## config.mk

```make
export PLATFORM = sky130hd
export DESIGN_NAME = alu_top
export DESIGN_NICKNAME = d
export VERILOG_FILES = /design/src/rtl/alu_pkg.sv /design/src/rtl/alu_if.sv /design/src/rtl/alu_decode.sv /design/src/rtl/alu_execute.sv /design/src/rtl/alu_result.sv /design/src/rtl/alu_top.sv
export VERILOG_INCLUDE_DIRS = /design/src /design/src/rtl
export SDC_FILE = /design/constraint.sdc
export NUM_CORES = 1
export LEC_CHECK = 0
export ABC_AREA = 1
export BUFFER_PORTS_ARGS = -buffer_cell sky130_fd_sc_hd__buf_2
export CORE_ASPECT_RATIO = 0.7
export CORE_UTILIZATION = 47
export CTS_BUF_LIST = sky130_fd_sc_hd__clkbuf_8 sky130_fd_sc_hd__clkbuf_16
export CTS_CLUSTER_DIAMETER = 80
export DETAILED_ROUTE_END_ITERATION = 8
export PLACE_DENSITY_LB_ADDON = 0.08
export SYNTH_ARGS = -nofsm -noshare
export SYNTH_HDL_FRONTEND = slang
export SYNTH_SLANG_ARGS = --single-unit
```

## constraint.sdc

```tcl
create_clock -name clk -period 0.85 [get_ports clk]
set_clock_uncertainty 0.1 [all_clocks]
set_input_delay 0.255 -clock clk [delete_from_list [all_inputs] [get_ports clk]]
set_output_delay 0.255 -clock clk [all_outputs]
set_load 0.02 [all_outputs]
```

## src/rtl/alu_macros.svh

```systemverilog
// word, lane and lane count constants of the simd alu
// shared by the package, the interfaces and the execute stage

`ifndef ALU_MACROS_SVH
`define ALU_MACROS_SVH

////////////////////////////////////////
// datapath geometry
////////////////////////////////////////

// full word width
`define ALU_XLEN   32

// smallest lane, one byte
`define ALU_LANE_W 8

// number of byte lanes in a word
`define ALU_LANES  4

`endif

```

## src/rtl/alu_pkg.sv

```systemverilog
// opcode, vector mode and result source enums of the simd alu
// lane and word types, a word is four byte lanes

`include "alu_macros.svh"

package alu_pkg;

  ////////////////////////////////////////
  // operations
  ////////////////////////////////////////

  // kept opcodes, grouped by datapath
  typedef enum logic [4:0] {
    ALU_AND, ALU_OR, ALU_XOR,
    ALU_ADD, ALU_SUB,
    ALU_SLL, ALU_SRL, ALU_SRA, ALU_ROR,
    ALU_EQ, ALU_NE,
    ALU_GTS, ALU_GTU, ALU_GES, ALU_GEU,
    ALU_LTS, ALU_LTU, ALU_LES, ALU_LEU,
    ALU_MIN, ALU_MINU, ALU_MAX, ALU_MAXU,
    ALU_ABS
  } alu_op_e;

  // vector mode, 2'b01 is reserved
  typedef enum logic [1:0] {
    VEC_MODE32 = 2'b00,
    VEC_MODE16 = 2'b10,
    VEC_MODE8  = 2'b11
  } vec_mode_e;

  // which datapath feeds the result register
  typedef enum logic [2:0] {
    RES_LOGIC,
    RES_ADDER,
    RES_SHIFT,
    RES_CMP,
    RES_MINMAX
  } res_sel_e;

  ////////////////////////////////////////
  // data types
  ////////////////////////////////////////

  typedef logic [`ALU_LANE_W-1:0] alu_lane_t;

  // lane 0 sits in bits 7:0
  typedef alu_lane_t [`ALU_LANES-1:0] alu_word_t;

endpackage

```

## src/rtl/alu_if.sv

```systemverilog
// alu_ctrl_if carries decoded control levels to execute and result
// alu_exec_if carries the datapath results from execute to result

`timescale 1ns/1ps

`include "alu_macros.svh"

////////////////////////////////////////
// decode to execute and result
////////////////////////////////////////

interface alu_ctrl_if;

  // adder operand preparation
  logic negate_b;
  logic negate_a;
  // shifter direction and kind
  logic shift_left;
  logic shift_arith;
  logic rotate;
  // per lane signedness, only the top byte of each lane is set
  logic [`ALU_LANES-1:0] cmp_signed;
  // bit 0 takes equal, bit 1 takes greater, bit 2 inverts the relation
  logic [2:0] cmp_kind;
  logic do_min;
  logic is_abs;
  // 00 and, 01 or, 10 xor
  logic [1:0] logic_kind;
  alu_pkg::res_sel_e res_sel;
  alu_pkg::vec_mode_e vec_mode;

  modport decode (
    output negate_b, negate_a, shift_left, shift_arith, rotate,
    output cmp_signed, cmp_kind, do_min, is_abs, logic_kind, res_sel, vec_mode
  );

  modport execute (
    input negate_b, negate_a, shift_left, shift_arith, rotate,
    input cmp_signed, cmp_kind, do_min, is_abs, logic_kind, vec_mode
  );

  // result only needs the source select
  modport result (input res_sel);

endinterface

////////////////////////////////////////
// execute to result
////////////////////////////////////////

interface alu_exec_if;

  alu_pkg::alu_word_t logic_res;
  alu_pkg::alu_word_t adder_res;
  alu_pkg::alu_word_t shift_res;
  alu_pkg::alu_word_t minmax_res;
  // relation on the top lane
  logic cmp_flag;

  modport execute (output logic_res, adder_res, shift_res, minmax_res, cmp_flag);

  modport result (input logic_res, adder_res, shift_res, minmax_res, cmp_flag);

endinterface

```

## src/rtl/alu_decode.sv

```systemverilog
// opcode and vector mode decoder of the simd alu
// drives every control level of alu_ctrl_if

`timescale 1ns/1ps

module alu_decode (
  input  alu_pkg::alu_op_e   operator_i,
  input  alu_pkg::vec_mode_e vec_mode_i,
  input  logic               valid_i,
  input  logic               clk,
  input  logic               arst_n_i,
  alu_ctrl_if.decode         ctrl
);

  // operation compares lanes as signed values
  logic       signed_op;
  // top byte of every lane, for the current mode
  logic [3:0] lane_top;

  always_comb begin
    unique case (vec_mode_i)
      alu_pkg::VEC_MODE8:  lane_top = 4'b1111;
      alu_pkg::VEC_MODE16: lane_top = 4'b1010;
      default:             lane_top = 4'b1000;
    endcase
  end

  ////////////////////////////////////////
  // opcode map
  ////////////////////////////////////////

  always_comb begin
    // defaults give a plain unsigned add
    ctrl.negate_b    = 1'b0;
    ctrl.negate_a    = 1'b0;
    ctrl.shift_left  = 1'b0;
    ctrl.shift_arith = 1'b0;
    ctrl.rotate      = 1'b0;
    ctrl.cmp_kind    = 3'b001;
    ctrl.do_min      = 1'b0;
    ctrl.is_abs      = 1'b0;
    ctrl.logic_kind  = 2'b00;
    ctrl.res_sel     = alu_pkg::RES_ADDER;
    signed_op        = 1'b0;

    unique case (operator_i)
      // bitwise
      alu_pkg::ALU_AND: ctrl.res_sel = alu_pkg::RES_LOGIC;
      alu_pkg::ALU_OR: begin
        ctrl.logic_kind = 2'b01;
        ctrl.res_sel    = alu_pkg::RES_LOGIC;
      end
      alu_pkg::ALU_XOR: begin
        ctrl.logic_kind = 2'b10;
        ctrl.res_sel    = alu_pkg::RES_LOGIC;
      end

      // adder
      alu_pkg::ALU_ADD: ;
      alu_pkg::ALU_SUB: ctrl.negate_b = 1'b1;

      // shifter
      alu_pkg::ALU_SLL: begin
        ctrl.shift_left = 1'b1;
        ctrl.res_sel    = alu_pkg::RES_SHIFT;
      end
      alu_pkg::ALU_SRL: ctrl.res_sel = alu_pkg::RES_SHIFT;
      alu_pkg::ALU_SRA: begin
        ctrl.shift_arith = 1'b1;
        ctrl.res_sel     = alu_pkg::RES_SHIFT;
      end
      alu_pkg::ALU_ROR: begin
        ctrl.rotate  = 1'b1;
        ctrl.res_sel = alu_pkg::RES_SHIFT;
      end

      // comparisons
      alu_pkg::ALU_EQ, alu_pkg::ALU_NE: begin
        ctrl.cmp_kind = (operator_i == alu_pkg::ALU_NE) ? 3'b101 : 3'b001;
        ctrl.res_sel  = alu_pkg::RES_CMP;
      end
      alu_pkg::ALU_GTS, alu_pkg::ALU_GTU: begin
        ctrl.cmp_kind = 3'b010;
        ctrl.res_sel  = alu_pkg::RES_CMP;
        signed_op     = (operator_i == alu_pkg::ALU_GTS);
      end
      alu_pkg::ALU_GES, alu_pkg::ALU_GEU: begin
        ctrl.cmp_kind = 3'b011;
        ctrl.res_sel  = alu_pkg::RES_CMP;
        signed_op     = (operator_i == alu_pkg::ALU_GES);
      end
      // lt is not ge, le is not gt
      alu_pkg::ALU_LTS, alu_pkg::ALU_LTU: begin
        ctrl.cmp_kind = 3'b111;
        ctrl.res_sel  = alu_pkg::RES_CMP;
        signed_op     = (operator_i == alu_pkg::ALU_LTS);
      end
      alu_pkg::ALU_LES, alu_pkg::ALU_LEU: begin
        ctrl.cmp_kind = 3'b110;
        ctrl.res_sel  = alu_pkg::RES_CMP;
        signed_op     = (operator_i == alu_pkg::ALU_LES);
      end

      // min, max and abs share the lane mux
      alu_pkg::ALU_MIN, alu_pkg::ALU_MINU: begin
        ctrl.do_min  = 1'b1;
        ctrl.res_sel = alu_pkg::RES_MINMAX;
        signed_op    = (operator_i == alu_pkg::ALU_MIN);
      end
      alu_pkg::ALU_MAX, alu_pkg::ALU_MAXU: begin
        ctrl.res_sel = alu_pkg::RES_MINMAX;
        signed_op    = (operator_i == alu_pkg::ALU_MAX);
      end
      alu_pkg::ALU_ABS: begin
        // the adder forms 0 - a, the mux picks a or -a
        ctrl.negate_a = 1'b1;
        ctrl.negate_b = 1'b1;
        ctrl.is_abs   = 1'b1;
        ctrl.res_sel  = alu_pkg::RES_MINMAX;
        signed_op     = 1'b1;
      end

      default: ;
    endcase
  end

  assign ctrl.cmp_signed = signed_op ? lane_top : 4'b0000;
  assign ctrl.vec_mode   = vec_mode_i;

  // reserved mode must never arrive with a valid operation
  a_no_rsvd_mode : assert property (
    @(posedge clk) disable iff (!arst_n_i)
    valid_i |-> (vec_mode_i inside {alu_pkg::VEC_MODE32, alu_pkg::VEC_MODE16,
                                    alu_pkg::VEC_MODE8})
  );

endmodule

```

## src/rtl/alu_execute.sv

```systemverilog
// execute stage of the simd alu, all combinational
// partitioned adder, bit-reversing shifter, lane comparator
// min/max/abs lane mux and bitwise logic

`timescale 1ns/1ps

`include "alu_macros.svh"

module alu_execute (
  input  alu_pkg::alu_word_t operand_a_i,
  input  alu_pkg::alu_word_t operand_b_i,
  alu_ctrl_if.execute        ctrl,
  alu_exec_if.execute        ex
);

  localparam int unsigned XLEN  = `ALU_XLEN;
  localparam int unsigned LANES = `ALU_LANES;
  localparam int unsigned LW    = `ALU_LANE_W;

  logic mode8;
  logic mode16;

  assign mode8  = (ctrl.vec_mode == alu_pkg::VEC_MODE8);
  assign mode16 = (ctrl.vec_mode == alu_pkg::VEC_MODE16);

  ////////////////////////////////////////
  // bitwise logic
  ////////////////////////////////////////

  always_comb begin
    unique case (ctrl.logic_kind)
      2'b01:   ex.logic_res = operand_a_i | operand_b_i;
      2'b10:   ex.logic_res = operand_a_i ^ operand_b_i;
      default: ex.logic_res = operand_a_i & operand_b_i;
    endcase
  end

  ////////////////////////////////////////
  // partitioned adder
  ////////////////////////////////////////

  alu_pkg::alu_word_t         add_op_a;
  alu_pkg::alu_word_t         add_op_b;
  // lane starts here, bit 0 is always a lane start
  logic [LANES-1:0]           lane_split;
  logic [XLEN+LANES-1:0]      add_in_a;
  logic [XLEN+LANES-1:0]      add_in_b;
  logic [XLEN+LANES-1:0]      add_sum;

  // abs forms ~a + 0 + 1
  assign add_op_a = ctrl.negate_a ? ~operand_a_i : operand_a_i;
  assign add_op_b = ctrl.is_abs ? '0 : (ctrl.negate_b ? ~operand_b_i : operand_b_i);

  assign lane_split = mode8 ? 4'b1111 : (mode16 ? 4'b0101 : 4'b0001);

  // guard bit below each byte
  // a=1 b=0 passes the carry, a=0 b=0 kills it, a=1 b=1 injects +1
  always_comb begin
    for (int i = 0; i < LANES; i++) begin
      add_in_a[(LW+1)*i]            = ctrl.negate_b | ~lane_split[i];
      add_in_b[(LW+1)*i]            = ctrl.negate_b & lane_split[i];
      add_in_a[(LW+1)*i+1 +: LW]    = add_op_a[i];
      add_in_b[(LW+1)*i+1 +: LW]    = add_op_b[i];
    end
  end

  assign add_sum = add_in_a + add_in_b;

  // drop the guard bits again
  always_comb begin
    for (int i = 0; i < LANES; i++) begin
      ex.adder_res[i] = add_sum[(LW+1)*i+1 +: LW];
    end
  end

  ////////////////////////////////////////
  // shifter
  ////////////////////////////////////////

  logic [XLEN-1:0]   shift_op_a;
  logic [XLEN-1:0]   shift_amt;
  logic [XLEN-1:0]   shift_rgt;
  logic [2*XLEN-1:0] rot_word;

  // left shifts run right on the bit-reversed operand
  assign shift_op_a = ctrl.shift_left ? {<<{operand_a_i}} : operand_a_i;

  // reversing the word also reverses the lane order of the amounts
  always_comb begin
    shift_amt = operand_b_i;
    if (ctrl.shift_left) begin
      if (mode8) begin
        shift_amt = {<<8{operand_b_i}};
      end else if (mode16) begin
        shift_amt = {<<16{operand_b_i}};
      end
    end
  end

  assign rot_word = {shift_op_a, shift_op_a} >> shift_amt[4:0];

  always_comb begin
    shift_rgt = shift_op_a >> shift_amt[4:0];
    if (mode8) begin
      // amount is the low 3 bits of each byte
      for (int i = 0; i < 4; i++) begin
        if (ctrl.shift_arith) begin
          shift_rgt[8*i +: 8] = $unsigned($signed(shift_op_a[8*i +: 8]) >>> shift_amt[8*i +: 3]);
        end else begin
          shift_rgt[8*i +: 8] = shift_op_a[8*i +: 8] >> shift_amt[8*i +: 3];
        end
      end
    end else if (mode16) begin
      // low 4 bits of each half
      for (int h = 0; h < 2; h++) begin
        if (ctrl.shift_arith) begin
          shift_rgt[16*h +: 16] =
            $unsigned($signed(shift_op_a[16*h +: 16]) >>> shift_amt[16*h +: 4]);
        end else begin
          shift_rgt[16*h +: 16] = shift_op_a[16*h +: 16] >> shift_amt[16*h +: 4];
        end
      end
    end else if (ctrl.shift_arith) begin
      shift_rgt = $unsigned($signed(shift_op_a) >>> shift_amt[4:0]);
    end else if (ctrl.rotate) begin
      // rotate only exists for the full word
      shift_rgt = rot_word[XLEN-1:0];
    end
  end

  assign ex.shift_res = ctrl.shift_left ? {<<{shift_rgt}} : shift_rgt;

  ////////////////////////////////////////
  // lane comparator
  ////////////////////////////////////////

  logic [LANES-1:0] eq_byte;
  logic [LANES-1:0] gt_byte;
  logic [LANES-1:0] is_gt;
  logic             top_eq;

  // a ninth bit carries the sign only where the lane top is signed
  always_comb begin
    for (int i = 0; i < LANES; i++) begin
      eq_byte[i] = (operand_a_i[i] == operand_b_i[i]);
      gt_byte[i] = $signed({operand_a_i[i][LW-1] & ctrl.cmp_signed[i], operand_a_i[i]}) >
                   $signed({operand_b_i[i][LW-1] & ctrl.cmp_signed[i], operand_b_i[i]});
    end
  end

  // chain the bytes up to the lane width, upper byte decides first
  always_comb begin
    if (mode8) begin
      is_gt  = gt_byte;
      top_eq = eq_byte[3];
    end else if (mode16) begin
      is_gt[1:0] = {2{gt_byte[1] | (eq_byte[1] & gt_byte[0])}};
      is_gt[3:2] = {2{gt_byte[3] | (eq_byte[3] & gt_byte[2])}};
      top_eq     = eq_byte[3] & eq_byte[2];
    end else begin
      is_gt  = {4{gt_byte[3] | (eq_byte[3] & (gt_byte[2] | (eq_byte[2] &
                 (gt_byte[1] | (eq_byte[1] & gt_byte[0])))))}};
      top_eq = &eq_byte;
    end
  end

  assign ex.cmp_flag = ((top_eq & ctrl.cmp_kind[0]) | (is_gt[3] & ctrl.cmp_kind[1]))
                       ^ ctrl.cmp_kind[2];

  ////////////////////////////////////////
  // min, max and abs lane mux
  ////////////////////////////////////////

  alu_pkg::alu_word_t minmax_b;
  logic [LANES-1:0]   pick_a;

  // for abs the other candidate is -a from the adder
  assign minmax_b = ctrl.is_abs ? ex.adder_res : operand_b_i;
  assign pick_a   = is_gt ^ {LANES{ctrl.do_min}};

  always_comb begin
    for (int i = 0; i < LANES; i++) begin
      ex.minmax_res[i] = pick_a[i] ? operand_a_i[i] : minmax_b[i];
    end
  end

endmodule

```

## src/rtl/alu_result.sv

```systemverilog
// result stage of the simd alu
// source select and the output registers with the valid strobe

`timescale 1ns/1ps

module alu_result (
  input  logic               clk,
  input  logic               arst_n_i,
  input  logic               valid_i,
  alu_ctrl_if.result         ctrl,
  alu_exec_if.result         ex,
  output alu_pkg::alu_word_t result_o,
  output logic               cmp_o,
  output logic               valid_o
);

  alu_pkg::alu_word_t res_d;

  ////////////////////////////////////////
  // source select
  ////////////////////////////////////////

  always_comb begin
    res_d = '0;
    unique case (ctrl.res_sel)
      alu_pkg::RES_LOGIC:  res_d = ex.logic_res;
      alu_pkg::RES_ADDER:  res_d = ex.adder_res;
      alu_pkg::RES_SHIFT:  res_d = ex.shift_res;
      // flag in bit 0, zeros above
      alu_pkg::RES_CMP:    res_d[0][0] = ex.cmp_flag;
      alu_pkg::RES_MINMAX: res_d = ex.minmax_res;
      default: ;
    endcase
  end

  ////////////////////////////////////////
  // output registers
  ////////////////////////////////////////

  // payload only loads on a valid operation
  always_ff @(posedge clk or negedge arst_n_i) begin
    if (!arst_n_i) begin
      result_o <= '0;
      cmp_o    <= 1'b0;
    end else if (valid_i) begin
      result_o <= res_d;
      cmp_o    <= ex.cmp_flag;
    end
  end

  // strobe follows the input every cycle
  always_ff @(posedge clk or negedge arst_n_i) begin
    if (!arst_n_i) begin
      valid_o <= 1'b0;
    end else begin
      valid_o <= valid_i;
    end
  end

  // one cycle latency for every accepted operation
  a_valid_lat : assert property (
    @(posedge clk) disable iff (!arst_n_i)
    valid_i |=> valid_o
  );

  // idle cycle gives no pulse and keeps the last result
  a_idle_hold : assert property (
    @(posedge clk) disable iff (!arst_n_i)
    !valid_i |=> (!valid_o && $stable(result_o) && $stable(cmp_o))
  );

endmodule

```

## src/rtl/alu_top.sv

```systemverilog
// top level of the simd alu
// decode and execute in the sampling cycle, result registered one cycle later

`timescale 1ns/1ps

module alu_top (
  input  logic               clk,
  input  logic               arst_n_i,
  input  logic               valid_i,
  input  alu_pkg::alu_op_e   operator_i,
  input  alu_pkg::vec_mode_e vec_mode_i,
  input  alu_pkg::alu_word_t operand_a_i,
  input  alu_pkg::alu_word_t operand_b_i,
  output alu_pkg::alu_word_t result_o,
  output logic               cmp_o,
  output logic               valid_o
);

  // control levels from decode
  alu_ctrl_if ctrl_if ();
  // datapath results from execute
  alu_exec_if exec_if ();

  alu_decode i_alu_decode (
    .operator_i (operator_i),
    .vec_mode_i (vec_mode_i),
    .valid_i    (valid_i),
    .clk        (clk),
    .arst_n_i   (arst_n_i),
    .ctrl       (ctrl_if.decode)
  );

  alu_execute i_alu_execute (
    .operand_a_i (operand_a_i),
    .operand_b_i (operand_b_i),
    .ctrl        (ctrl_if.execute),
    .ex          (exec_if.execute)
  );

  // the only state in the design
  alu_result i_alu_result (
    .clk      (clk),
    .arst_n_i (arst_n_i),
    .valid_i  (valid_i),
    .ctrl     (ctrl_if.result),
    .ex       (exec_if.result),
    .result_o (result_o),
    .cmp_o    (cmp_o),
    .valid_o  (valid_o)
  );

endmodule

```

==> impl_metrics.csv, run 1 <==
group,metric,value,unit
logic_synthesis,avgSynthCellArea,5.216,sq um
grt,grt_max_degree,35,
logic_synthesis,synth_top_flop_cell,"dfrtp_1",
die,start_util,48.03,%
placed_design,dpl_cell_area,21130,sq um
logic_synthesis,synth_edf_count,0,
placed_design,numPortBuffers,107,
logic_synthesis,synth_top_area_share,25.31,%
placed_design,dp.cells,3877,
logic_synthesis,netlist_instances,2772,
grt,gr-usage-all-layers,88.82,%
logic_synthesis,synth.cell_area,14460,sq um
grt,grt_overflow_total,454,
logic_synthesis,yosysWarnings,0,
logic_synthesis,yosys.area.top_type,"nand2_1",
clock_network,root_buffer,"clkbuf_16",
logic_synthesis,postSynth.asyncResetShare,100.0,%
outcome,status,"did not finish",
die,top_level_ports,108,
placed_design,hpwlAfterDp,73330,um
clock_network,htree_levels,2,
clock_network,cts_made_buffers,5,
die,die_h,148.8,um
placed_design,pre_cts_ws,-3327,ps
die,placementRows,53,
die,die_w,211.6,um
timing,endpoint_type,"sequential cell input",
outcome,error,"[ERROR GRT-0232] Routing congestion too high. Check the congestion heatmap in the GUI.",
timing,grt-worst-endpoint,"i_alu_result.result_o[23]$_DFFE_PN0P_/D",
clock_network,clkSinkCount,34,
clock_network,clock_path_buffers,2,
logic_synthesis,synth_cell_type_count,55,
logic_synthesis,ys_seq_area_share,5.884,%
placed_design,place_congestion,1.217,
outcome,haltStage,"global routing",
logic_synthesis,synth_nets,2976,
logic_synthesis,ys_ff_latch,34,
logic_synthesis,yosys-top-cells-area,"nand2_1 (25%), nand3_1 (11%), ha_1 (11%), inv_1 (6.4%), dfrtp_1 (5.9%)",
[synthesized netlist by cell type (all sizes together) (4+ instances only)]
| cell type | instances |
|---|---|
| nand2 | 982 |
| nand3 | 327 |
| inv | 266 |
| o21ai | 243 |
| nor2 | 213 |
| a21oi | 154 |
| ha | 129 |
| clkbuf | 75 |
| buf | 62 |
| xor2 | 49 |
| o211ai | 38 |
| o22ai | 35 |
| dfrtp | 34 |
| nand4 | 21 |
| nor3 | 19 |
| o31ai | 18 |
| or2 | 13 |
| a32oi | 11 |
| a31oi | 9 |
| nand3b | 9 |
| o221ai | 9 |
| a21boi | 7 |
| a21o | 7 |
| nor4 | 5 |
| o21bai | 5 |
| xnor2 | 5 |
| a211oi | 4 |
| mux2i | 4 |
| o311ai | 4 |
| o32ai | 4 |
[layer usage]
layer,GRT overflow,global-route usage (%)
met1,61,89.75
met2,208,98.40
met3,43,80.69
met4,127,84.96
met5,15,63.32
[through the flow]
step                      util (%)  setup TNS (ps)  hold slack (ps)
after detailed placement     70.19          -99630            136.1
after floorplan                  -          -67650           -140.6
after global placement       70.19          -95840            137.3
after CTS                    78.96          -88760            140.2
[what timing repair did]
item,in CTS
hold buffers,1
buffers inserted,66
gates cloned,4
pin swaps,174
gates resized for setup,500
endpoints found under the setup margin,67
endpoints found under the hold margin,34
[cells by family after synthesis]
| family | count (synthesis) | share of synthesized area, % |
|---|---|---|
| muxes | 4 | 0.2769 |
| and+or+nand+nor | 1591 | 45.98 |
| xor gates and xnor gates | 54 | 3.271 |
| DFF | 34 | 5.884 |
| AOI/OAI and AO/OA | 555 | 22.07 |
| buffers and inverters | 404 | 11.21 |
| adders and majority gates | 130 | 11.30 |
==> inputs of run 2 (changes only) <==
--- a/config.mk
+++ b/config.mk
@@ -8,12 +8,9 @@
 export LEC_CHECK = 0
 export ABC_AREA = 1
 export BUFFER_PORTS_ARGS = -buffer_cell sky130_fd_sc_hd__buf_2
-export CORE_ASPECT_RATIO = 0.7
-export CORE_UTILIZATION = 47
-export CTS_BUF_LIST = sky130_fd_sc_hd__clkbuf_8 sky130_fd_sc_hd__clkbuf_16
-export CTS_CLUSTER_DIAMETER = 80
+export CORE_UTILIZATION = 32
 export DETAILED_ROUTE_END_ITERATION = 8
-export PLACE_DENSITY_LB_ADDON = 0.08
+export PLACE_DENSITY_LB_ADDON = 0.15
 export SYNTH_ARGS = -nofsm -noshare
 export SYNTH_HDL_FRONTEND = slang
 export SYNTH_SLANG_ARGS = --single-unit
==> impl_metrics.csv, run 2 <==
group,metric,value,unit
timing,hold_slack,163.8,ps
finish,fillers,3910,
logic_synthesis,ys_ff_latch,34,
finish,largest_reg_flops,32,
finish,reg_top3,"i_alu_result.result_o x32, i_alu_result.cmp_o x1, i_alu_result.valid_o x1",
setup_path,startpoint_type,"primary input",
detailed_routing,wl,107000,um
setup_path,crit_fanout,15,
setup_path,cp-end-kind,"flip-flop",
logic_synthesis,synth_top_area_share,25.31,%
power,ir_drop,708.1,uV
setup_path,cp_slowest_stage_delay,340,ps
outcome,status,"finished with violations",
clock_network,clkTransAtPathRegs,70,ps
timing,fin_crit,3551,ps
logic_synthesis,synth_top_flop_cell,"dfrtp_1",
clock_network,insertion_delay,300,ps
placed_design,place_congestion,1.101,
logic_synthesis,synth_cell_type_count,55,
setup_path,crit_start,"operator_i[2]",
logic_synthesis,yosysWarnings,0,
logic_synthesis,yosys-top-cells-area,"nand2_1 (25%), nand3_1 (11%), ha_1 (11%), inv_1 (6.4%), dfrtp_1 (5.9%)",
power,p_per_area,949.3,nW/um^2
timing,drv_slew,0,
placed_design,numPortBuffers,107,
die,die_h,214.6,um
setup_path,reg2reg_from,"i_alu_result.result_o[29]",
min_path,min_from,"valid_i",
clock_network,htree_levels,2,
timing,fin_ws,-2701,ps
grt,gr-usage-all-layers,43.38,%
detailed_routing,drt_iter0_drc,2477,
logic_synthesis,synth.cell_area,14460,sq um
detailed_routing,drt-pass1-iter-count,6,
detailed_routing,drtAntennaViolNets,0,
power,power_leakage,14.59,nW
min_path,worstHoldPathType,"primary input to flip-flop",
finish,layout_common_cells,"buf_4 (837), nand2_1 (659), nand2_2 (245)",
die,placementRows,77,
die,start_util,32.56,%
logic_synthesis,yosys.area.top_type,"nand2_1",
detailed_routing,vias,24940,
job,drv_cap,0,
finish,top_register,"i_alu_result.result_o",
timing,slew_headroom,57.21,%
setup_path,cp_num_buf_inv,7,
logic_synthesis,synth_edf_count,0,
finish,syn_to_final_growth,102.9,%
logic_synthesis,yosys.cell_count.top_type,"nand2_1",
timing,clock.fmax,281.6,MHz
placed_design,hpwlAfterDp,82040,um
clock_network,clkSinkCount,34,
die,die_w,214.6,um
outcome,violations,"negative setup slack",
die,top_level_ports,108,
timing,worst_pin_slew,636.4,ps
finish,final_area,29340,sq um
setup_path,crit_slowest_cell,"xor2_4",
placed_design,dpl_cell_area,21950,sq um
die,core-area,44410,sq um
grt,antenna_found_initial,1,
timing,final.setup.tns,-96250,ps
setup_path,worstPathArrival,3660,ps
grt,grt_pass1_vias,23780,
grt,grt_overflow_total,0,
logic_synthesis,postSynth.asyncResetShare,100.0,%
grt,grt_pass1_wl,149200,um
logic_synthesis,synth_nets,2976,
die,dieArea,46040,sq um
clock_network,cts_made_buffers,5,
clock_network,tritoncts,"built",
logic_synthesis,avgSynthCellArea,5.216,sq um
detailed_routing,drc,0,
setup_path,required,960,ps
setup_path,critPathTopFamily,"simple AND/OR/NAND/NOR gates",
finish,drive_gt1_share,55.42,%
placed_design,pre_cts_ws,-3318,ps
detailed_routing,avgRoutedWirePerCell,24.56,um
logic_synthesis,ys_seq_area_share,5.884,%
timing,finalSetupViolCount,98,
clock_network,root_buffer,"clkbuf_16",
setup_path,critPathKind,"primary input to flip-flop",
finish,layout_commonest_cell,"buf_4",
logic_synthesis,netlist_instances,2772,
timing,timing.final.crit_share,417.7,%
clock_network,clock_path_buffers,2,
timing,finalHoldViolations,0,
detailed_routing,viasPerCell,5.722,
logic_synthesis,synth_common_cells,"nand2_1 (975), nand3_1 (324), inv_1 (245)",
timing,rsz0062_at_grt,"yes",
grt,grt_max_degree,32,
finish,nNetsFinal,3969,
-- run 2: cell counts after synthesis --
No cell type changed its count.
-- run 2: worst paths after layout --
kind	end	slack [ps]	depth (start not counted)
max in group asynchronous	i_alu_result.result_o[27]	-100	3
min reg2reg	i_alu_result.result_o[10]	410	2
max reg2reg	i_alu_result.result_o[29]	-310	4
min in group asynchronous	i_alu_result.result_o[3]	230	2
min	i_alu_result.valid_o	160	2
max	i_alu_result.result_o[24]	-2700	27
-- run 2: layout make-up --
| cell class | instances | area, sq um | share of cell area [%] |
|---|---|---|---|
| Inverter | 267 | 1126 | 3.838 |
| Clock inverter | 2 | 12.51 | 0.04264 |
| Timing Repair Buffer | 1123 | 9699 | 33.06 |
| Multi-Input combinational cell | 2334 | 16760 | 57.11 |
| Sequential cell | 34 | 864.6 | 2.947 |
| Clock buffer | 6 | 138.9 | 0.4733 |
| Tap cell | 592 | 740.7 | 2.525 |
| Antenna cell | 1 | 2.502 | 0.008529 |
-- run 2: where the power goes --
group          total, mW  switching, mW  internal, mW  leakage, nW
sequential          2.58          0.579          2.00        0.415
combinational       23.2           13.0          10.2         14.1
clock               2.10          0.933          1.17       0.0729
-- run 2: cell families after synthesis --
kind of cell / after synthesis / share of synthesized area (%)
flip-flops: 34 / 5.884
multiplexers: 4 / 0.2769
AO/OA/AOI/OAI: 555 / 22.07
buffers and inverters: 404 / 11.21
XOR/XNOR: 54 / 3.271
adder cells (fa/ha/maj): 130 / 11.30
AND/OR/NAND/NOR: 1591 / 45.98
-- run 2: timing repair --
action / 4_1_cts / 5_1_grt
resized for setup: 816 / 573
buffers inserted: 133 / 91
endpoints found under the setup margin: 67 / 98
pin swaps: 246 / 306
hold endpoints to repair: 34 / 34
gates cloned: 8 / 4
hold buffers: 1 / 1
-- run 2: per-stage QoR --
stage / power, mW / utilization, % / cells
floorplan: 9.834 / - / 2772
global placement: 18.70 / 49.41 / 4138
detailed placement: 18.73 / 49.41 / 4138
CTS: 24.38 / 59.22 / 4278
global route: 28.89 / 66.06 / 4359
finish: 27.85 / 66.06 / 4359
-- run 2: worst register-to-register path: stages (launching register included) --
cell     delay [ps]
dfrtp_2         520
buf_4           180
buf_4           120
nand2_1          80
nand2_1          60
-- run 2: routing by layer --
layer  global-route usage, %  share of wire, %
met1                   49.40                36
met2                   71.29                45
met4                   35.81                10
met5                       0             0.026
met3                   7.348               8.4
Note: power is estimated with default switching activity, not from simulation.
